**src/core_defs.svh**
```systemverilog
/*
 * host control block constants
 * address decode codes, register map, memory depths and phase counter
 */

`ifndef CORE_DEFS_SVH
`define CORE_DEFS_SVH

//////////////////////////////////////////////////
// region codes, top nibble of the cpu address
//////////////////////////////////////////////////
`define REGION_WRAM_NIB   4'h1
`define REGION_REGA_NIB   4'h2
`define REGION_REGB_NIB   4'h3
`define REGION_LOAD_NIB   4'h5

// upper half of the target main ram load window
`define TGT_LOAD_HI       16'h5000

//////////////////////////////////////////////////
// register map
//////////////////////////////////////////////////
`define REG_CONT1_KEY     32'h2000_0000
`define REG_CONT2_KEY     32'h2000_0004
`define REG_CONT3_KEY     32'h2000_0008
`define REG_CONT4_KEY     32'h2000_000c
`define REG_OSD_CTRL      32'h3000_0000
`define REG_KBD_MASK_LO   32'h3000_0004
`define REG_KBD_MASK_HI   32'h3000_0008
`define REG_EMU_CTRL      32'h3000_000c

// memory depths as address widths
`define WORK_RAM_AW       10
`define TGT_RAM_AW        16

// 1 MHz phases out of the 8 MHz clock
`define PH_CNT_W          3
`define PH1_COUNT         0
`define PH2_COUNT         4

`endif
```
**src/core_pkg.sv**
```systemverilog
/*
 * shared types of the host control block
 * cpu bus, byte lanes, controller keys and decoder states
 */

`default_nettype none

`include "core_defs.svh"

package core_pkg;

  // cpu bus side
  typedef logic [31:0] cpu_addr_t;
  typedef logic [31:0] cpu_word_t;
  typedef logic [3:0]  wstrb_t;
  typedef logic [7:0]  byte_t;

  // controller keys, joystick is the low 7 key bits
  typedef logic [15:0] key_t;
  typedef logic [6:0]  joy_t;

  typedef logic [`TGT_RAM_AW-1:0] tgt_addr_t;

  typedef enum logic [2:0] {
    REGION_WRAM,
    REGION_REGS,
    REGION_TGT_LOAD,
    REGION_OTHER_LOAD,
    REGION_UNMAPPED
  } region_t;

  typedef enum logic [1:0] {
    RESP_IDLE,
    RESP_WAIT,
    RESP_ACK
  } resp_state_t;

endpackage

`default_nettype wire

```
**src/ctrl_regs.sv**
```systemverilog
/*
 * host control registers
 * emulator and osd control, keyboard mask, controller key readback
 * and the joystick source selection for both ports
 */

`timescale 1ns/1ps
`default_nettype none

`include "core_defs.svh"

module ctrl_regs import core_pkg::*; (
  input  wire            clk_8mhz,
  input  wire            rst,
  input  wire            i_sel,
  input  wire cpu_addr_t i_addr,
  input  wire cpu_word_t i_wdata,
  input  wire wstrb_t    i_wstrb,
  input  wire key_t      i_cont1_key,
  input  wire key_t      i_cont2_key,
  input  wire key_t      i_cont3_key,
  input  wire key_t      i_cont4_key,
  output cpu_word_t      o_rdata,
  output logic [6:0]     o_emu_ctrl,
  output logic [1:0]     o_osd_ctrl,
  output logic [63:0]    o_keyboard_mask,
  output joy_t           o_joy1,
  output joy_t           o_joy2
);

  logic wr_full;

  // 1 picks controller 1, 2 picks controller 2, else idle
  function automatic joy_t joy_pick(input logic [1:0] sel, input key_t k1, input key_t k2);
    joy_t joy;
    case (sel)
      2'b01:   joy = k1[6:0];
      2'b10:   joy = k2[6:0];
      default: joy = '0;
    endcase
    return joy;
  endfunction

  // partial writes are dropped
  assign wr_full = i_sel && (i_wstrb == 4'b1111);

  always_ff @(posedge clk_8mhz) begin
    if (rst) begin
      o_emu_ctrl      <= '0;
      o_osd_ctrl      <= '0;
      o_keyboard_mask <= '0;
    end else if (wr_full) begin
      case (i_addr)
        `REG_EMU_CTRL:    o_emu_ctrl <= i_wdata[6:0];
        `REG_OSD_CTRL:    o_osd_ctrl <= i_wdata[1:0];
        `REG_KBD_MASK_LO: o_keyboard_mask[31:0] <= i_wdata;
        `REG_KBD_MASK_HI: o_keyboard_mask[63:32] <= i_wdata;
        default: ;
      endcase
    end
  end

  // readback, keys and emulator control only
  always_comb begin
    case (i_addr)
      `REG_CONT1_KEY: o_rdata = {16'h0000, i_cont1_key};
      `REG_CONT2_KEY: o_rdata = {16'h0000, i_cont2_key};
      `REG_CONT3_KEY: o_rdata = {16'h0000, i_cont3_key};
      `REG_CONT4_KEY: o_rdata = {16'h0000, i_cont4_key};
      `REG_EMU_CTRL:  o_rdata = {25'h0, o_emu_ctrl};
      default:        o_rdata = '0;
    endcase
  end

  assign o_joy1 = joy_pick(o_emu_ctrl[2:1], i_cont1_key, i_cont2_key);
  assign o_joy2 = joy_pick(o_emu_ctrl[4:3], i_cont1_key, i_cont2_key);

endmodule

`default_nettype wire

```
**config.mk**
```make
export PLATFORM = sky130hd
export DESIGN_NAME = ctrl_regs
export DESIGN_NICKNAME = d
export VERILOG_FILES = /design/src/core_pkg.sv /design/src/ctrl_regs.sv
export VERILOG_INCLUDE_DIRS = /design/src
export SDC_FILE = /design/constraint.sdc
export NUM_CORES = 1
export LEC_CHECK = 0
export BUFFER_PORTS_ARGS = -buffer_cell sky130_fd_sc_hd__buf_2
export CORE_MARGIN = 4
export CORE_UTILIZATION = 44
export DETAILED_ROUTE_END_ITERATION = 10
export HOLD_SLACK_MARGIN = 0.15
export PLACE_DENSITY = 0.82
export SYNTH_ARGS = -nofsm -noshare
export SYNTH_HDL_FRONTEND = slang
export SYNTH_SLANG_ARGS = --single-unit
```
**constraint.sdc**
```tcl
create_clock -name clk_8mhz -period 3.7 [get_ports clk_8mhz]
set_input_delay 0.74 -clock clk_8mhz [delete_from_list [all_inputs] [get_ports clk_8mhz]]
set_output_delay 0.74 -clock clk_8mhz [all_outputs]
set_load 0.005 [all_outputs]
```
==> results.py <==
metrics = {
    "synthesis": {
        "yosysSeqAreaShare": 0.356,
        "synth_top_area_cell": "dfxtp_1",
        "synth.top_cell.area_share": 0.356,
        "syn_area_per_cell_um2": 10.1,
        "synth_cell_type_count": 32,
        "syn_inst": 408,
        "yosysWarnings": 0,
        "ys_top_cells_by_area": "dfxtp_1 (36%), mux2i_1 (20%), nand2b_1 (16%), mux4_2 (4.9%), buf_4 (2.9%)",
        "synth-seq-cells": 73,
        "syn-cell-area_um2": 4100,
    },
    "grt": {
        "grt_pass1_wl_um": 20500,
        "grt_pass1_vias": 3961,
        "overflow": 0,
        "grt_max_degree": 56,
        "grtUsageTotal": 0.234,
        "antenna_found_initial": 2,
    },
    "sta": {
        "worst_slew_pin_slew_ps": 638,
        "finalMaxSlewViolations": 0,
        "hold_viol_final": 0,
        "fmax_mhz": 282,
        "relSlewSlack": 0.571,
        "rsz0062_at_grt": "no",
        "finalSetupViolations": 0,
        "setup_tns_ps": 0,
        "clock_skew_ps": 0,
        "period_needed_ps": 3540,
        "min_period_over_period": 0.957,
    },
    "floorplan": {
        "initial_core_util": 0.461,
        "core-area_um2": 8890,
        "ioPinCount": 254,
        "die_area_um2": 10900,
        "die_width_um": 105,
        "num_rows": 34,
        "die_y_um": 105,
    },
    "cts": {
        "path_clk_slew_ps": 80,
        "cts.sinks": 73,
        "clockBufferDepth": 2,
        "cts-root-buf": "clkbuf_8",
        "cts_tree": "yes",
        "post_cts_resized": 0,
        "ctsHtreeMaxLevel": 3,
        "clk-insertion-delay-late_ps": 330,
        "postCtsSetupRepairBufs": 0,
        "cts_buffers": 9,
        "cts_hold_buf": 0,
    },
    "flow_run": {
        "cap_violations": 0,
    },
    "routing": {
        "drt_iter0_drc": 193,
        "route.detailed.drc": 0,
        "postRouteAntennaNets": 0,
        "num_vias": 3915,
        "avgViaCountPerCell": 5.23,
        "wl_per_cell_um": 17.9,
        "drt-total-wl_um": 13400,
        "first_pass_iters": 4,
    },
    "power_and_ir_drop": {
        "ir_worst_vdd_v": 0.000235,
        "powerDensity_nw_per_um2": 293,
        "leakage_nw": 2.80,
    },
    "final_layout": {
        "fillers": 791,
        "areaGrowthSynthToFinish_pct": 33.1,
        "fin_cells": 749,
        "drive_gt1_frac": 0.427,
        "fin_nets": 773,
    },
    "worst_setup_path": {
        "path_max_fanout": 10,
        "ff2ff_path_depth": 2,
        "rrSetupSlack_ps": 2970,
        "critPathLaunchType": "primary input",
        "cp-end-kind": "output pin",
        "crit_arrival_ps": 2800,
        "rr_endpoint": "o_emu_ctrl[4]$_SDFFE_PP0P_",
        "required_ps": 2960,
        "crit_type": "in -> out",
        "reg2reg_from": "o_emu_ctrl[4]$_SDFFE_PP0P_",
    },
    "worst_hold_path": {
        "whs_path_depth": 2,
        "worstHoldStart": "o_keyboard_mask[0]$_SDFFE_PP0P_",
        "hold_path_class": "reg -> reg",
        "worstHoldEndpoint": "o_keyboard_mask[0]$_SDFFE_PP0P_",
    },
    "place": {
        "place.gp.congestion": 0.926,
        "dp_hpwl_um": 10600,
        "dp_cells": 731,
        "io_buffer_count": 237,
    },
    "outcome": {
        "status": "finished, final reports clean",
    },
}
-- critical path, cell delays in order --
cell	delay (ps)
buf_2	110
or4_4	530
or4_4	620
nor3_2	430
a221o_1	240
buf_2	120
-- metrics by stage --
step	power [W]	setup WS [ps]	hold slack, ps	util	area [µm²]
after floorplan	0.000902	489	465	-	4160
after global placement	0.000976	216	456	0.590	5250
after detailed placement	0.000980	193	457	0.590	5250
after CTS	0.00162	186	475	0.613	5450
after global routing	0.00168	75.2	496	0.614	5460
final	0.00160	159	476	0.614	5460
-- state kept, by name (all words and copies together), names as in the netlist --
name,count
o_osd_ctrl,2
o_emu_ctrl,7
o_keyboard_mask,64
-- cell usage in the layout (no fill, tap or decap), drive strengths merged, types with 3 or more instances in the layout --
| cell | synthesis | layout |
|---|---|---|
| buf | 26 | 242 |
| nand2b | 106 | 106 |
| mux2i | 80 | 80 |
| dfxtp | 73 | 73 |
| nor2 | 16 | 16 |
| conb | 1 | 16 |
| a22oi | 14 | 14 |
| clkbuf | 16 | 12 |
| nor3 | 10 | 10 |
| mux4 | 9 | 9 |
| and3 | 9 | 9 |
| a2bb2oi | 7 | 7 |
| a221o | 7 | 7 |
| nand4 | 5 | 5 |
| or4 | 5 | 5 |
| inv | 4 | 4 |
| nor4 | 4 | 4 |
| ha | 4 | 4 |
| and4 | 3 | 3 |
| nor4b | 3 | 3 |
-- layer usage --
layer	GRT usage	routed length, µm
met1	0.245	4840
met2	0.423	6890
met3	0.0832	1270
met4	0.0988	452
met5	0	0
-- power by group --
group / internal [W] / total [W] / switching, W / leakage, nW
Sequential: 0.000785 / 0.000785 / 0.00000000000000615 / 0.588
Clock: 0.000349 / 0.000635 / 0.000286 / 0.103
Combinational: 0.000101 / 0.000178 / 0.0000777 / 2.11
Total: 0.00123 / 0.00160 / 0.000364 / 2.80
-- logic make-up (layout without fill, tap and decap cells) --
kind of cell             Yosys count  count (layout)  synth area share
adder cells (fa/ha/maj)            4               4            0.0122
buffers and inverters             46             262            0.0723
flip-flops                        73              73             0.356
AND/OR/NAND/NOR                  167             167             0.256
multiplexers                      89              89             0.245
other                              1              18          0.000914
AO/OA/AOI/OAI                     28              28            0.0577
-- cell usage after synthesis --
| cell type | number |
|---|---|
| mux2i_1 | 80 |
| mux4_2 | 9 |
| and2_0 | 1 |
| nor2b_1 | 1 |
| buf_6 | 2 |
| clkbuf_1 | 16 |
| inv_1 | 4 |
| nand4_1 | 5 |
| nor4_1 | 4 |
| or4_1 | 3 |
| a221o_1 | 7 |
| or2_2 | 1 |
| conb_1 | 1 |
| and4_1 | 3 |
| nor3_2 | 2 |
| a2bb2oi_1 | 7 |
| nand2_1 | 1 |
| buf_12 | 3 |
| nor2_1 | 16 |
| buf_1 | 5 |
| nor4b_4 | 1 |
| a22oi_1 | 14 |
| dfxtp_1 | 73 |
| and2_1 | 1 |
| nor3_1 | 8 |
| nand2b_1 | 106 |
| and3_1 | 9 |
| ha_1 | 4 |
| and4bb_1 | 1 |
| nor4b_1 | 2 |
| buf_4 | 16 |
| or4_4 | 2 |
-- final cells by class --
type | instances | area [µm²] | area share
diodes | 2 | 5.00 | 0.000917
inverters | 4 | 15.0 | 0.00275
multi-input cells | 304 | 2400 | 0.440
repair buffers | 242 | 1240 | 0.226
well taps | 108 | 135 | 0.0248
flip-flops and latches | 73 | 1460 | 0.268
clock buffers | 12 | 155 | 0.0284
clock inverters | 4 | 51.3 | 0.00940
-- worst max path at each step --
stage / cells after the start / slack [ps] / startpoint / end
global placement: 6 / 220 / i_addr[1] / o_rdata[6]
CTS: 6 / 190 / i_addr[6] / o_rdata[6]
global route: 6 / 80 / i_addr[1] / o_rdata[6]
floorplan: 5 / 490 / i_addr[6] / o_rdata[0]
finish: 6 / 160 / i_addr[1] / o_rdata[6]
detailed placement: 6 / 190 / i_addr[1] / o_rdata[6]
(Power assumes the default switching activity.)
