## src/core_defs.svh

```systemverilog
/*
 * host control block constants
 * address decode codes, register map, memory depths and phase counter
 */

`ifndef CORE_DEFS_SVH
`define CORE_DEFS_SVH

//////////////////////////////////////////////////
// region codes, top nibble of the cpu address
//////////////////////////////////////////////////
`define REGION_WRAM_NIB   4'h1
`define REGION_REGA_NIB   4'h2
`define REGION_REGB_NIB   4'h3
`define REGION_LOAD_NIB   4'h5

// upper half of the target main ram load window
`define TGT_LOAD_HI       16'h5000

//////////////////////////////////////////////////
// register map
//////////////////////////////////////////////////
`define REG_CONT1_KEY     32'h2000_0000
`define REG_CONT2_KEY     32'h2000_0004
`define REG_CONT3_KEY     32'h2000_0008
`define REG_CONT4_KEY     32'h2000_000c
`define REG_OSD_CTRL      32'h3000_0000
`define REG_KBD_MASK_LO   32'h3000_0004
`define REG_KBD_MASK_HI   32'h3000_0008
`define REG_EMU_CTRL      32'h3000_000c

// memory depths as address widths
`define WORK_RAM_AW       10
`define TGT_RAM_AW        16

// 1 MHz phases out of the 8 MHz clock
`define PH_CNT_W          3
`define PH1_COUNT         0
`define PH2_COUNT         4

`endif
```

## src/phase_timer.sv

```systemverilog
/*
 * 1 MHz two-phase enable generator
 * also holds the target reset, released only on a phase-2 edge
 */

`timescale 1ns/1ps
`default_nettype none

`include "core_defs.svh"

module phase_timer (
  input  wire  clk_8mhz,
  input  wire  rst,
  input  wire  i_run,
  output logic o_ph1_en,
  output logic o_ph2_en,
  output logic o_target_rst
);

  localparam logic [`PH_CNT_W-1:0] PH1_CNT = `PH1_COUNT;
  localparam logic [`PH_CNT_W-1:0] PH2_CNT = `PH2_COUNT;

  logic [`PH_CNT_W-1:0] ph_cnt;

  // free running, zero right after reset so ph1 comes first
  always_ff @(posedge clk_8mhz) begin
    if (rst) begin
      ph_cnt <= '0;
    end else begin
      ph_cnt <= ph_cnt + 1'b1;
    end
  end

  assign o_ph1_en = (ph_cnt == PH1_CNT);
  assign o_ph2_en = (ph_cnt == PH2_CNT);

  // change only on ph2 so the target always wakes up on ph1
  always_ff @(posedge clk_8mhz) begin
    if (rst) begin
      o_target_rst <= 1'b1;
    end else if (o_ph2_en) begin
      o_target_rst <= ~i_run;
    end
  end

endmodule

`default_nettype wire

```

## config.mk

```make
export PLATFORM = sky130hd
export DESIGN_NAME = phase_timer
export DESIGN_NICKNAME = d
export VERILOG_FILES = /design/src/phase_timer.sv
export VERILOG_INCLUDE_DIRS = /design/src
export SDC_FILE = /design/constraint.sdc
export NUM_CORES = 1
export LEC_CHECK = 0
export BUFFER_PORTS_ARGS = -buffer_cell sky130_fd_sc_hd__buf_2
export CAP_MARGIN = 30
export CORE_AREA = 8 8 45 47
export DETAILED_ROUTE_END_ITERATION = 7
export DIE_AREA = 0 0 53 55
export PLACE_DENSITY = 0.35
export SETUP_SLACK_MARGIN = 0.3
export SLEW_MARGIN = 20
export SYNTH_ARGS = -nofsm -noshare
export SYNTH_HDL_FRONTEND = slang
export SYNTH_SLANG_ARGS = --single-unit
export TNS_END_PERCENT = 1
```

## constraint.sdc

```tcl
create_clock -name clk_8mhz -period 1 [get_ports clk_8mhz]
set_input_delay 0.2 -clock clk_8mhz [delete_from_list [all_inputs] [get_ports clk_8mhz]]
set_output_delay 0.2 -clock clk_8mhz [all_outputs]
set_load 0.02 [all_outputs]
```

==> metrics.yaml, run 1 <==
grt_max_degree: 6
arrival_ps: 1070
grt_setup_unrepaired: "true"
grt_pass1_vias: 156
fp.dieH_um: 55
timing.slew.headroom: 0.879
drt_iter0_markers: 4
cts_sinks: 4
rows: 14
nets: 33
port_buffers: 5
critical_path_depth: 4
p_per_area_nw_per_um2: 1560
cts_buffer_depth: 2
synth_nets: 21
antenna_found_initial: 0
drv_cap: 0
cts_tree: "done"
period_minus_slack_ps: 1270
yosysUniqueCellTypes: 10
p_sw_uw: 118
syn_area_um2: 170
fin_cells: 42
p_int_uw: 372
drt_wl_total_um: 405
cp-endpoint: "o_ph1_en"
dieArea_um2: 2920
wire_per_inst_um: 9.64
final_max_slew_viol_count: 0
critPathTopFamily: "flip-flops"
die_x_um: 53
fmax_ghz: 0.787
synth_seq_cells: 4
crit_path_end_kind: "primary output"
drt.antenna.violating_nets: 0
dpl.cell_count: 38
ff2ff_setup_slack_ps: -10
drive_above_1_share: 0.769
fin_skew_ps: 4.34
dp_slack_ps: -42.4
core_um2: 1380
crit_fanout: 3
path_clk_slew_ps: 30
worstSetupPathType: "flop to primary output"
seq_area_frac_synth: 0.471
grt_pass1_wl_um: 696
start_util: 0.123
gp_congestion: 0.571
finalWorstSetupSlack_ps: -270
fill_cells: 150
drc: 0
numCtsBuffers: 3
ys_warn_count: 0
r2r_end: "o_target_rst"
syn_inst: 16
slowest_delay_ps: 320
htreeDepth: 1
combPwrFrac: 0.229
cp.buffers_inverters: 2
pin_count: 6
most-common-layout-cells: "clkbuf_4 (3), buf_6 (3)"
diodes: 0
cts.hold.buffers_added: 0
clockRootBuffer: "clkbuf_4"
peakVddDrop_mv: 0.628
area_growth_pct: 84.6
outcome: "finished with violations"
pwr-share-seq: 0.371
clk_latency_ps: 240
grt_util_all_layers: 0.0404
avgSynthCellArea_um2: 10.6
vias: 145
violations: "setup timing"
p_leak_uw: 0.000128
final.setup.tns_ps: -501
p_sw_frac: 0.241
start_kind: "flop"
fin_crit_sh: 1.27
overflow: 0
min_path_type: "input port to flop"
r2r-start: "ph_cnt[1]"
tightest_slew_ps: 181
rr_worst_depth: 4
path_cells: "inv_2 -> ha_4 -> and2b_2 -> buf_6"
hold_viol: 0
required_ps: 800
pwr-share-clk: 0.400
crit_start: "ph_cnt[1]"
cpMaxStageDelayCell: "dfxtp_2"
vias_per_cell: 3.45
firstDrtPassIters: 2
finalSetupViolations: 3
## cell type report
type	instances	area, um^2	area share
Inverter	2	7.51	0.0239
Clock buffer	3	22.5	0.0717
Sequential cell	4	82.6	0.263
Tap cell	16	20.0	0.0637
Multi-Input combinational cell	10	123	0.390
Timing Repair Buffer	7	58.8	0.187
## how the worst min path moves through the flow
| stage | slack, ps | startpoint | to | cells past startpoint |
|---|---|---|---|---|
| 5_1_grt | 190 | rst | ph_cnt[1] | 2 |
| 6_report | 200 | rst | ph_cnt[1] | 2 |
| 2_1_floorplan | 260 | rst | ph_cnt[0] | 1 |
| 4_1_cts | 170 | rst | ph_cnt[2] | 2 |
| 3_3_place_gp | 410 | rst | ph_cnt[0] | 2 |
| 3_5_place_dp | 420 | rst | ph_cnt[0] | 2 |
## sequential cells by signal, indices dropped and copies added (netlist names)
name	cells
ph_cnt	3
o_target_rst	1
## synth_stat cells
cell type | n | area [um^2]
and2b_2 | 1 | 8.76
dfxtp_1 | 4 | 80.1
o31a_1 | 1 | 8.76
inv_1 | 2 | 7.51
ha_1 | 2 | 25.0
nor2_1 | 2 | 7.51
nor2b_1 | 1 | 6.26
and2_4 | 1 | 8.76
nand4b_1 | 1 | 8.76
xnor2_1 | 1 | 8.76
## per-stage QoR
step	total power (uW)	utilization	cell area [um^2]	hold slack, ps
2_1_floorplan	232	-	185	259
3_3_place_gp	254	0.172	238	409
3_5_place_dp	261	0.172	238	422
4_1_cts	495	0.222	307	170
5_1_grt	531	0.227	314	188
6_report	491	0.227	314	201
## timing repair
| action | 4_1_cts | 5_1_grt |
|---|---|---|
| gates resized for setup | 9 | 1 |
| pin swaps | 2 | 2 |
| setup endpoints to repair | 6 | 6 |
| setup buffers | 1 | 0 |
## power groups by stage
stage                     sequential [uW]  clock, uW  combinational (uW)
after floorplan                       184          0                47.7
after global placement                183          0                71.2
after detailed placement              184          0                76.7
after CTS                             182        209                 104
after global routing                  183        224                 123
final                                 182        196                 112
## routing by layer
| layer | global-route usage | wire (um) | up-vias |
|---|---|---|---|
| li1 | - | - | 72 |
| met2 | 0.0449 | 151 | 9 |
| met4 | 0.0388 | 9 | 0 |
| met5 | 0 | 0 | - |
| met3 | 0.0642 | 96 | 2 |
| met1 | 0.0273 | 147 | 62 |
## logic make-up (layout without fill, tap and decap cells)
kind of cell | after synthesis | in the layout | share of synthesized area
buffers and inverters | 2 | 12 | 0.0441
adders and majority gates | 2 | 2 | 0.147
DFF | 4 | 4 | 0.471
and+or+nand+nor | 6 | 6 | 0.235
AOI/OAI and AO/OA | 1 | 1 | 0.0515
xor gates and xnor gates | 1 | 1 | 0.0515
No activity file was read; power rests on OpenSTA's default activity.
==> inputs of run 2 (changes only) <==
--- a/config.mk
+++ b/config.mk
@@ -8,10 +8,11 @@
 export LEC_CHECK = 0
 export BUFFER_PORTS_ARGS = -buffer_cell sky130_fd_sc_hd__buf_2
 export CAP_MARGIN = 30
-export CORE_AREA = 8 8 45 47
+export CORE_AREA = 10 10 47 49
 export DETAILED_ROUTE_END_ITERATION = 7
-export DIE_AREA = 0 0 53 55
+export DIE_AREA = 0 0 57 59
 export PLACE_DENSITY = 0.35
+export REMOVE_ABC_BUFFERS = 1
 export SETUP_SLACK_MARGIN = 0.3
 export SLEW_MARGIN = 20
 export SYNTH_ARGS = -nofsm -noshare
==> run 2 against run 1 <==
The run still ends with setup timing left. Sequential cell count stayed put. Cell area stayed put. Total power is 0.19% higher.
==> metrics.yaml, run 2 (synthesis gave the netlist of run 1 again) <==
drt.antenna.violating_nets: 0
p_per_area_nw_per_um2: 1560
top_register: "ph_cnt"
grt_max_degree: 6
diodes: 0
tightest_slew_ps: 178
largest_reg_flops: 3
min_path_type: "input port to flop"
die_x_um: 57
arrival_ps: 1060
top_regs: "ph_cnt: 3 flops, o_target_rst: 1 flops"
p_total_uw: 491
fmax_ghz: 0.791
grt_pass1_vias: 161
grt_pass1_wl_um: 621
outcome: "finished with violations"
cts_tree: "done"
grtUsageMet3: 0.0536
violations: "setup timing"
area_growth_pct: 84.6
wire_per_inst_um: 9.05
required_ps: 800
vias: 141
drv_cap: 0
pin_count: 6
rows: 14
gp_congestion: 0.635
overflow: 0
drt_iter0_markers: 0
fin_skew_ps: 4.91
finish.instance_area_um2: 314
dieArea_um2: 3360
crit_fanout: 3
port_buffers: 5
nets: 34
post_dp_cell_area_um2: 223
most-common-layout-cells: "clkbuf_4 (3), buf_6 (3), buf_4 (3)"
fp.dieH_um: 59
grt.busiest_layer: "met3"
final_max_slew_viol_count: 0
vias_per_cell: 3.28
cts_buffer_depth: 2
grt_setup_unrepaired: "true"
start_kind: "flop"
drc: 0
cts.hold.buffers_added: 0
fin_crit_sh: 1.26
core_um2: 1400
hp-start: "rst"
firstDrtPassIters: 1
p_leak_uw: 0.000129
start_util: 0.121
drt_wl_total_um: 389
drive_above_1_share: 0.741
finalWorstSetupSlack_ps: -264
r2r-start: "ph_cnt[1]"
cts_sinks: 4
met1_usage: 0.0190
finalSetupViolations: 3
hold_viol: 0
numCtsBuffers: 3
crit_path_end_kind: "primary output"
peakVddDrop_mv: 0.878
grt_util_all_layers: 0.0285
hold_slack_ps: 168
period_minus_slack_ps: 1260
worstSetupPathType: "flop to primary output"
use_met2: 0.0341
timing.slew.headroom: 0.881
clk_latency_ps: 240
path_clk_slew_ps: 30
clockRootBuffer: "clkbuf_4"
antenna_found_initial: 0
crit_start: "ph_cnt[1]"
dp_hpwl_um: 299
dp_slack_ps: -115
htreeDepth: 1
-- run 2: cell count changes in the layout (fill, tap and decap cells not counted), sizes merged --
cell and delta:
buf +1
-- run 2: layout make-up --
| type | instances | area (um^2) |
|---|---|---|
| inverters | 2 | 7.51 |
| clock buffers | 3 | 22.5 |
| well taps | 16 | 20.0 |
| flip-flops and latches | 4 | 82.6 |
| fillers | 161 | 1090 |
| multi-input cells | 10 | 115 |
| repair buffers | 8 | 66.3 |
-- run 2: routing by layer --
metal  wire length (um)  up-vias  share of wire
met5                  0        -              0
met4                  0        0              0
met3                104        0           0.27
met2                150        9           0.39
met1                133       59           0.34
li1                   -       73              -
-- run 2: what timing repair did --
item                       in CTS  in global routing
pin swaps                       2                  0
setup endpoints to repair       6                  6
resized for setup              14                  1
buffers inserted                2                  0
-- run 2: final timing paths --
path                   to  slack [ps]  cells past startpoint
max reg2reg  o_target_rst           0                      4
min reg2reg  o_target_rst         510                      1
max              o_ph1_en        -260                      4
min             ph_cnt[0]         170                      2
-- run 2: metrics by stage --
stage	utilization	std cells	TNS, ps
final	0.224	43	-492
after detailed placement	0.159	38	-282
after global placement	0.159	38	-210
after CTS	0.219	43	-507
after floorplan	-	16	-100
after global routing	0.224	43	-605
-- run 2: worst max-delay path, cell delays in order, from the launching register on --
cell and delay [ps]:
dfxtp_2 320, inv_2 40, ha_4 150, and2b_2 190, buf_6 130
-- run 2: power breakdown --
group / switching (uW) / internal [uW] / total, uW
Combinational: 44.8 / 63.8 / 109
Clock: 66.8 / 134 / 201
Sequential: 8.67 / 173 / 182
