### src/core_defs.svh
/*
 * host control block constants
 * address decode codes, register map, memory depths and phase counter
 */

`ifndef CORE_DEFS_SVH
`define CORE_DEFS_SVH

//////////////////////////////////////////////////
// region codes, top nibble of the cpu address
//////////////////////////////////////////////////
`define REGION_WRAM_NIB   4'h1
`define REGION_REGA_NIB   4'h2
`define REGION_REGB_NIB   4'h3
`define REGION_LOAD_NIB   4'h5

// upper half of the target main ram load window
`define TGT_LOAD_HI       16'h5000

//////////////////////////////////////////////////
// register map
//////////////////////////////////////////////////
`define REG_CONT1_KEY     32'h2000_0000
`define REG_CONT2_KEY     32'h2000_0004
`define REG_CONT3_KEY     32'h2000_0008
`define REG_CONT4_KEY     32'h2000_000c
`define REG_OSD_CTRL      32'h3000_0000
`define REG_KBD_MASK_LO   32'h3000_0004
`define REG_KBD_MASK_HI   32'h3000_0008
`define REG_EMU_CTRL      32'h3000_000c

// memory depths as address widths
`define WORK_RAM_AW       10
`define TGT_RAM_AW        16

// 1 MHz phases out of the 8 MHz clock
`define PH_CNT_W          3
`define PH1_COUNT         0
`define PH2_COUNT         4

`endif
### src/core_pkg.sv
/*
 * shared types of the host control block
 * cpu bus, byte lanes, controller keys and decoder states
 */

`default_nettype none

`include "core_defs.svh"

package core_pkg;

  // cpu bus side
  typedef logic [31:0] cpu_addr_t;
  typedef logic [31:0] cpu_word_t;
  typedef logic [3:0]  wstrb_t;
  typedef logic [7:0]  byte_t;

  // controller keys, joystick is the low 7 key bits
  typedef logic [15:0] key_t;
  typedef logic [6:0]  joy_t;

  typedef logic [`TGT_RAM_AW-1:0] tgt_addr_t;

  typedef enum logic [2:0] {
    REGION_WRAM,
    REGION_REGS,
    REGION_TGT_LOAD,
    REGION_OTHER_LOAD,
    REGION_UNMAPPED
  } region_t;

  typedef enum logic [1:0] {
    RESP_IDLE,
    RESP_WAIT,
    RESP_ACK
  } resp_state_t;

endpackage

`default_nettype wire

### src/bus_responder.sv
/*
 * cpu bus responder
 * decodes the address region, selects the target block,
 * muxes read data and times the one-cycle ready pulse
 */

`timescale 1ns/1ps
`default_nettype none

`include "core_defs.svh"

module bus_responder import core_pkg::*; (
  input  wire         clk_8mhz,
  input  wire         rst,
  input  wire         i_cpu_valid,
  input  wire cpu_addr_t i_cpu_addr,
  input  wire wstrb_t i_cpu_wstrb,
  input  wire cpu_word_t i_ram_rdata,
  input  wire cpu_word_t i_reg_rdata,
  input  wire         i_load_done,
  output wstrb_t      o_ram_lane_we,
  output logic        o_ram_ce,
  output logic        o_reg_sel,
  output logic        o_load_req,
  output logic        o_cpu_ready,
  output cpu_word_t   o_cpu_rdata
);

  region_t     region;
  resp_state_t state;
  resp_state_t state_nxt;
  logic        access;

  //////////////////////////////////////////////////
  // address decode
  //////////////////////////////////////////////////
  always_comb begin
    case (i_cpu_addr[31:28])
      `REGION_WRAM_NIB: region = REGION_WRAM;
      `REGION_REGA_NIB, `REGION_REGB_NIB: region = REGION_REGS;
      `REGION_LOAD_NIB: begin
        // only 0x5000_xxxx reaches target ram
        if (i_cpu_addr[31:16] == `TGT_LOAD_HI) begin
          region = REGION_TGT_LOAD;
        end else begin
          region = REGION_OTHER_LOAD;
        end
      end
      default: region = REGION_UNMAPPED;
    endcase
  end

  //////////////////////////////////////////////////
  // handshake fsm
  //////////////////////////////////////////////////
  always_ff @(posedge clk_8mhz) begin
    if (rst) begin
      state <= RESP_IDLE;
    end else begin
      state <= state_nxt;
    end
  end

  always_comb begin
    state_nxt = state;
    case (state)
      RESP_IDLE: begin
        if (i_cpu_valid) begin
          case (region)
            REGION_WRAM, REGION_REGS, REGION_OTHER_LOAD: state_nxt = RESP_ACK;
            REGION_TGT_LOAD: state_nxt = RESP_WAIT;
            // unmapped, never answered
            default: state_nxt = RESP_IDLE;
          endcase
        end
      end
      RESP_WAIT: begin
        if (i_load_done) begin
          state_nxt = RESP_ACK;
        end
      end
      default: state_nxt = RESP_IDLE;
    endcase
  end

  // first cycle of an access, targets act only here
  assign access = (state == RESP_IDLE) && i_cpu_valid;

  assign o_ram_ce      = access && (region == REGION_WRAM);
  assign o_ram_lane_we = o_ram_ce ? i_cpu_wstrb : 4'b0000;
  assign o_reg_sel     = access && (region == REGION_REGS);
  // held until the load port reports its ph1
  assign o_load_req    = i_cpu_valid && (region == REGION_TGT_LOAD) && (state != RESP_ACK);
  assign o_cpu_ready   = (state == RESP_ACK);

  // load regions read back as zero
  always_comb begin
    case (region)
      REGION_WRAM: o_cpu_rdata = i_ram_rdata;
      REGION_REGS: o_cpu_rdata = i_reg_rdata;
      default:     o_cpu_rdata = '0;
    endcase
  end

endmodule

`default_nettype wire

### config.mk
export PLATFORM = sky130hd
export DESIGN_NAME = bus_responder
export DESIGN_NICKNAME = d
export VERILOG_FILES = /design/src/core_pkg.sv /design/src/bus_responder.sv
export VERILOG_INCLUDE_DIRS = /design/src
export SDC_FILE = /design/constraint.sdc
export NUM_CORES = 1
export LEC_CHECK = 0
export ABC_AREA = 1
export BUFFER_PORTS_ARGS = -buffer_cell sky130_fd_sc_hd__buf_2
export CORE_AREA = 2 2 56 58
export CTS_BUF_LIST = sky130_fd_sc_hd__clkbuf_8
export DETAILED_ROUTE_END_ITERATION = 10
export DIE_AREA = 0 0 58 60
export PLACE_DENSITY = 0.82
export SLEW_MARGIN = 20
export SYNTH_ARGS = -nofsm -noshare
export SYNTH_HDL_FRONTEND = slang
export SYNTH_SLANG_ARGS = --single-unit
### constraint.sdc
create_clock -name clk_8mhz -period 2.9 [get_ports clk_8mhz]
set_clock_uncertainty 0.15 [all_clocks]
set_input_delay 0.145 -clock clk_8mhz [delete_from_list [all_inputs] [get_ports clk_8mhz]]
set_output_delay 0.145 -clock clk_8mhz [all_outputs]
set_load 0.02 [all_outputs]
==> results of run 1 <==
## routing by layer
metal	global-route usage, %	vias to the layer above
met4	4.319	0
met2	31.66	62
met1	14.58	537
met3	1.732	2
met5	0	-
li1	-	740
## power by group through the flow
stage                     sequential (mW)  clock, mW  combinational (mW)
after floorplan                    0.0290          0              0.0726
after global placement             0.0291          0               0.149
after detailed placement           0.0291          0               0.150
after CTS                          0.0288      0.114               0.152
after global routing               0.0289      0.119               0.167
final                              0.0288      0.113               0.150
## stage by stage
step	std cells	setup WS [ns]	util [%]	hold slack [ns]
after CTS	313	1.274	48.36	0.1166
after global routing	313	1.172	48.36	0.1266
after floorplan	157	1.536	-	0.06407
final	313	1.309	48.36	0.1121
after global placement	309	1.297	46.59	0.1655
after detailed placement	309	1.292	46.59	0.1685
## cells by family (layout without fill, tap and decap cells)
family	count (synthesis)	after routing	synth area share (%)
compound gates	3	3	2.061
simple gates	131	131	77.32
flops	2	2	5.499
buf+inv	21	144	15.12
## path summary, 6_finish.rpt
kind	from	to	slack (ns)	depth (start not counted)
max reg2reg	state[1]	state[0]	1.74	3
min	i_load_done	state[0]	0.11	3
min reg2reg	state[0]	state[1]	0.37	2
max	state[1]	o_ram_lane_we[2]	1.31	4
## layout make-up
class                   count  share of cell area (%)
clock buffers               3                   2.941
inverters                  11                   3.030
multi-input cells         134                   41.18
flip-flops and latches      2                   2.852
well taps                  33                   2.941
repair buffers            130                   47.06
## cells in the mapped netlist
| master | count |
|---|---|
| nand2_1 | 75 |
| nand3_1 | 33 |
| nor2_1 | 15 |
| inv_1 | 10 |
| a21oi_1 | 3 |
| buf_2 | 3 |
| buf_6 | 3 |
| clkbuf_1 | 3 |
| dfxtp_1 | 2 |
| nand3b_1 | 2 |
| nor2_4 | 2 |
| nor3_1 | 2 |
| buf_4 | 1 |
| clkinv_2 | 1 |
| nor4_1 | 1 |
| or2_1 | 1 |
## critical path: stages (launching register included)
cell	delay (ns)
dfxtp_1	0.33
nor3_1	0.28
nand2_1	0.17
nor2_1	0.13
buf_2	0.17
==> reports/metrics.cfg, run 1 <==
[logic_synthesis]
synth.net_count=261
ys_seq_area_share_pct=5.498
synth_top_area_cell=nand2_1
ys_warn_count=0
netlist.area_leader.share_pct=38.66
syn_inst=157
netlist_area_um2=728.2
synth_area_leaders=nand2_1 (39%), nand3_1 (23%), nor2_1 (7.7%)
ys_seq_elements=2
synth.distinct_cells=16
synth.avg_cell_area_um2=4.638

[route]
drt-total-wl_mm=2.845
wl_met1_mm=1.106
via_count=1341
dr.max_layer_used=met4
wire_per_inst_um=9.089
met3_length_um=249
ant_nets=0
drt_iter0_drc=38
vias_per_cell=4.284
drc_errors=0
wl_met2_mm=1.472
drt_pass1_iterations=4

[floorplanning]
core_area_um2=2903
die-height_um=60
die-width_um=58
placementRows=20
start_util_pct=25.09
ios=144
die_area_um2=3480

[pwr]
seq_power_share_pct=9.8
p_sw_mw=0.1052
p_clk_share_pct=38.6
p_leak_nw=0.9893
internal_power_mw=0.1867
irDropWorstVdd_v=0.0003042
totalPowerFinal_mw=0.2919
power_density_nw_per_um2=207.9
comb_power_share_pct=51.5
power.share.switching_pct=36.04

[timing]
finalSetupViolations=0
timing.fmax_mhz=628.7
slew_headroom_pct=72.35
grt_setup_unrepaired=no
tightest_slew_ns=0.4143
hold_viol_final=0
tns_ns=0
drv_slew=0
fin_crit_sh_pct=54.85
period_minus_slack_ns=1.591

[clock_tree]
clkLatencyLatePin_ns=0.22
cts_tree=built
clockBufferDepth=2
cts-htree-levels=1
cts-root-buf=clkbuf_8
clock_sinks=2
clk_pin_slew_worst_paths_ns=0.03
cts-hold-fix-buffers=1
cts_setup_buffers=0
post_cts_resized=0
numCtsBuffers=3

[worst_setup_path]
required_ns=2.61
critical_path_peak_fanout=5
crit_type=flip-flop to output pin
critPathLaunchType=flip-flop
arrival_ns=1.30
crit_path_end_kind=output pin

[finish]
diodes=0
fill_cells=328
layout_commonest_cell=buf_2
ff_latch_area_um2=40.04
top_regs=state (2)
layout-drive-gt1-share_pct=48.21
area_delta_synth_final_pct=92.78
largest_reg_flops=2
multiInputGateArea_um2=578.1
mostFrequentLayoutCells=buf_2 (127), nand2_1 (75), nand3_1 (33)
stdcell_area_um2=1404
top_register=state
layout.nets=386

[min_path]
worstHoldPathType=primary input to flip-flop

[run]
maxCapViolCount=0

[place]
dp_hpwl_mm=2.205
place_congestion=0.6797
place_area_um2=1353
place.port_buffers=127

[grt]
grt_pass1_vias=1089
grt_max_degree=35
grt_usage_pct=14.84
grt_overflow=0
antenna_found_initial=0
grt_first_pass_wirelength_mm=4.174

[status]
status=completed

No activity file was read; power rests on OpenSTA's default activity.
==> inputs of run 2 (changes only) <==
clock period = 1.6 ns   (was 2.9 ns; I/O delays follow)
==> reports/metrics.cfg, run 2 (synthesized netlist as in run 1, its figures left out) <==
[status]
status=completed

[run]
maxCapViolCount=0

[finish]
top_regs=state (2)
fill_cells=328
layout_commonest_cell=buf_2
largest_reg_flops=2
diodes=0
mostFrequentLayoutCells=buf_2 (127), nand2_1 (75), nand3_1 (33)
top_register=state
multiInputGateArea_um2=578.1
layout-drive-gt1-share_pct=48.76
ff_latch_area_um2=40.04
layout.nets=389
area_delta_synth_final_pct=95.88

[clock_tree]
post_cts_resized=0
numCtsBuffers=3
cts_setup_buffers=0
clkLatencyLatePin_ns=0.21
cts-htree-levels=1
cts-root-buf=clkbuf_8
clk_pin_slew_worst_paths_ns=0.03
clockBufferDepth=2
clock_sinks=2
cts_tree=built

[grt]
use_met1_pct=14.69
grt_max_degree=35
grt_pass1_vias=1133
grt_util_met3_pct=0.4329
busiest_layer=met2
grt_overflow=0
met2_usage_pct=31.49
antenna_found_initial=0
grt_first_pass_wirelength_mm=4.133
grt_usage_pct=14.61

[route]
drc_errors=0
drt_iter0_drc=24
drt_pass1_iterations=7
drt-total-wl_mm=2.959
ant_nets=0
wire_per_inst_um=9.364
vias_per_cell=4.446
via_count=1405

[floorplanning]
start_util_pct=25.09
die-width_um=58
placementRows=20
die_area_um2=3480
ios=144
core_area_um2=2903
die-height_um=60

[worst_setup_path]
required_ns=1.37
cp_cell_sequence=nor3_1 > nand2_1 > nor2_1 > buf_2
arrival_ns=1.26
crit_slowest_cell=dfxtp_1
critical_path_peak_fanout=5
reg2reg_slack_ns=0.49
cp_num_buf_inv=1
crit_path_end_kind=output pin
max_stage_delay_ns=0.33
crit_family=simple AND/OR/NAND/NOR gates
critPathLaunchType=flip-flop
crit_type=flip-flop to output pin

[place]
place_congestion=0.6660
pre_cts_slack_ns=0.3251
dp_hpwl_mm=2.394
place.port_buffers=127

[pwr]
comb_power_share_pct=52.7
seq_power_share_pct=9.9
irDropWorstVdd_v=0.0005503
p_leak_nw=1.005
p_clk_share_pct=37.4
internal_power_mw=0.3413
p_sw_mw=0.1875
power.share.switching_pct=35.45
totalPowerFinal_mw=0.5288
power_density_nw_per_um2=370.8

[timing]
finalSetupViolations=0
worst_slack_ns=0.1108
period_minus_slack_ns=1.489
tns_ns=0
grt_setup_unrepaired=no
fin_crit_sh_pct=93.08
timing.fmax_mhz=671.5
drv_slew=0
hold_viol_final=0
slew_headroom_pct=77.08
tightest_slew_ns=0.3439

[min_path]
worstHoldPathType=primary input to flip-flop

==> run 2: layer usage <==
metal | up-vias | share of wire [%]
met5 | - | 0
met4 | 0 | 0.54
met3 | 2 | 7.3
met2 | 60 | 55
met1 | 595 | 37
li1 | 748 | -
==> run 2: per-stage QoR <==
stage	util, %	cell area (um^2)	hold slack (ns)	cells
floorplan	-	728.2	-0.0009342	157
global placement	47.37	1375	0.1005	312
detailed placement	47.37	1375	0.1036	312
CTS	49.14	1426	0.02930	316
global route	49.14	1426	0.06495	316
finish	49.14	1426	0.02261	316
==> run 2: worst reg2reg max path, stage by stage, from the launching register on <==
cell,delay (ns)
dfxtp_1,0.33
nor3_1,0.28
nand3_1,0.12
a21oi_1,0.15
==> run 2: final timing paths <==
path	startpoint	cells past startpoint	to
worst min-delay path	i_load_done	3	state[0]
worst min register to register	state[0]	2	state[1]
worst max register to register	state[1]	3	state[0]
worst max-delay path	state[1]	4	o_ram_lane_we[2]
==> run 2: power groups by stage <==
stage / Combinational [mW] / Clock, mW / Sequential, mW
2_1_floorplan: 0.132 / 0 / 0.0526
3_3_place_gp: 0.273 / 0 / 0.0527
3_5_place_dp: 0.278 / 0 / 0.0527
4_1_cts: 0.281 / 0.200 / 0.0522
5_1_grt: 0.306 / 0.204 / 0.0523
6_report: 0.279 / 0.198 / 0.0522
==> run 2: cell type report <==
type | count | share of cell area, %
multi-input cells | 134 | 40.53
inverters | 11 | 2.982
flip-flops and latches | 2 | 2.807
repair buffers | 133 | 47.89
well taps | 33 | 2.895
clock buffers | 3 | 2.895
==> run 2: repair_timing <==
action	4_1_cts	5_1_grt
hold buffers	1	0
endpoints found under the setup margin	0	0
endpoints found under the hold margin	2	0
==> inputs of run 3 (changes only) <==
ABC_AREA = unset   (was 1)
CORE_AREA = 2 2 57 59   (was 2 2 56 58)
DIE_AREA = 0 0 59 61   (was 0 0 58 60)
PLACE_DENSITY = 0.79   (was 0.82)
==> reports/metrics.cfg, run 3 <==
[logic_synthesis]
syn_inst=98
synth_area_leaders=mux2i_1 (44%), nor2_1 (17%), dfxtp_1 (5.5%)
ys_warn_count=0
synth.distinct_cells=21
netlist_area_um2=730.7
ys_async_sr_fraction_pct=0
synth_edf_count=0
netlist.area_leader.share_pct=43.84
synth_top_area_cell=mux2i_1
ys.flop_type=dfxtp_1
ys_seq_area_share_pct=5.479
ys_seq_elements=2
yosys.cell_count.top_type=nor2_1
synth.avg_cell_area_um2=7.456
synth_common_cells=nor2_1 (34), mux2i_1 (32), and2_1 (4)
synth.net_count=202

[worst_setup_path]
cp_cell_sequence=or3b_4 > nor4_4 > and2_4 > buf_6
cp_num_buf_inv=1
crit_slowest_cell=or3b_4
reg2reg_depth=4
crit_path_end_kind=output pin
max_stage_delay_ns=0.42
arrival_ns=1.50
crit_family=simple AND/OR/NAND/NOR gates
crit_type=flip-flop to output pin
required_ns=1.37
critPathLaunchType=flip-flop
cp-startpoint=state[0]
path_depth=4
r2r-start=state[0]
critical_path_peak_fanout=5

[pwr]
irDropWorstVdd_v=0.0005107
p_leak_nw=0.8407
totalPowerFinal_mw=0.5671
power_density_nw_per_um2=373.4

[finish]
layout-drive-gt1-share_pct=64.47
top_regs=state (2)
stdcell_area_um2=1519
diodes=0
largest_reg_flops=2
layout_commonest_cell=buf_2
area_delta_synth_final_pct=107.9
layout.nets=334
top_register=state
mostFrequentLayoutCells=buf_2 (121), nor2_1 (34), mux2i_1 (32)

[floorplanning]
ios=144
placementRows=20
core_area_um2=2953
die_area_um2=3599
die-width_um=59
start_util_pct=24.75
die-height_um=61

[timing]
tightest_slew_ns=0.6685
hold_viol_final=0
period_minus_slack_ns=1.726
finalSetupViolations=6
worst_slack_ns=-0.1258
timing.fmax_mhz=579.4
slew_headroom_pct=55.43
fin_crit_sh_pct=107.9
drv_slew=0
grt_setup_unrepaired=yes
holdWs_ns=0.01063

[grt]
grt_usage_pct=14.65
grt_first_pass_wirelength_mm=4.160
antenna_found_initial=0
grt_overflow=0
grt_pass1_vias=1086
grt_max_degree=19

[route]
drt_pass1_iterations=3
via_count=1203
wire_per_inst_um=11.15
vias_per_cell=4.609
ant_nets=0
drc_errors=0
drt-total-wl_mm=2.911
drt_iter0_drc=17

[min_path]
worstHoldPathType=primary input to flip-flop
hold_start=i_cpu_valid
whs_path_depth=3

[clock_tree]
numCtsBuffers=3
cts-root-buf=clkbuf_8
cts-htree-levels=1
clkLatencyLatePin_ns=0.21
clk_pin_slew_worst_paths_ns=0.03
cts_tree=built
clock_sinks=2
clockBufferDepth=2

[place]
dp_hpwl_mm=2.339
place_area_um2=1416
place_congestion=0.7002
place.port_buffers=127

[status]
status=finished with violations
violations=setup timing

[run]
maxCapViolCount=0

-- run 3: changes by cell type after synthesis, sizes merged, moves of 4 or more --
cell,delta
inv,-10
mux2i,+32
and2,+4
nor2,+17
nand3,-33
nand2,-75
-- run 3: per-layer routing --
metal	share of wire, %	vias up	global-route usage [%]
met2	55	67	32.06
met4	0.86	0	5.195
met5	0	-	0
met1	34	523	13.43
li1	-	609	-
met3	9.6	4	1.706
-- run 3: path summary, 6_finish.rpt --
kind,to,slack (ns)
worst min register to register,state[0],0.41
worst min-delay path,state[0],0.01
worst max-delay path,o_ram_lane_we[1],-0.13
worst max register to register,state[1],0.15
-- run 3: worst register-to-register path, delay by kind of cell (launching register included) --
family	cells	cell delay, ns
AOI/OAI and AO/OA	2	0.36
buffers and inverters	1	0.15
DFF	1	0.30
and+or+nand+nor	1	0.42
-- run 3: through the flow --
| step | setup slack (ns) | std cells | util (%) | setup TNS [ns] |
|---|---|---|---|---|
| 2_1_floorplan | -0.06167 | 98 | - | -0.1825 |
| 3_3_place_gp | 0.04260 | 255 | 47.97 | 0 |
| 3_5_place_dp | 0.01217 | 255 | 47.97 | 0 |
| 4_1_cts | -0.1154 | 261 | 51.23 | -0.5002 |
| 5_1_grt | -0.1865 | 261 | 51.44 | -0.9068 |
| 6_report | -0.1258 | 261 | 51.44 | -0.5358 |
-- run 3: logic make-up after synthesis --
logic type,count (synthesis),share of synthesized area [%]
simple gates,53,38.70
mux,32,43.84
buf+inv,7,7.192
compound gates,4,4.794
flops,2,5.480
-- run 3: repair_timing --
action                                  4_1_cts  5_1_grt
hold buffers                                  1        0
buffers inserted                              2        0
gates resized for setup                      12        3
endpoints found under the setup margin        6        7
endpoints found under the hold margin         2        0
pin swaps                                     7        1
-- run 3: area by class of cell --
type | count | area, um^2
Sequential cell | 2 | 42.54
Clock buffer | 3 | 41.29
Fill cell | 296 | 1434
Multi-Input combinational cell | 89 | 660.6
Timing Repair Buffer | 134 | 733.2
Tap cell | 33 | 41.29
-- run 3: report_power, final --
group | leakage [nW] | internal [mW] | switching, mW
sequential | 0.0172 | 0.0511 | 0.000550
combinational | 0.802 | 0.161 | 0.153
clock | 0.0216 | 0.159 | 0.0417
total | 0.841 | 0.371 | 0.196
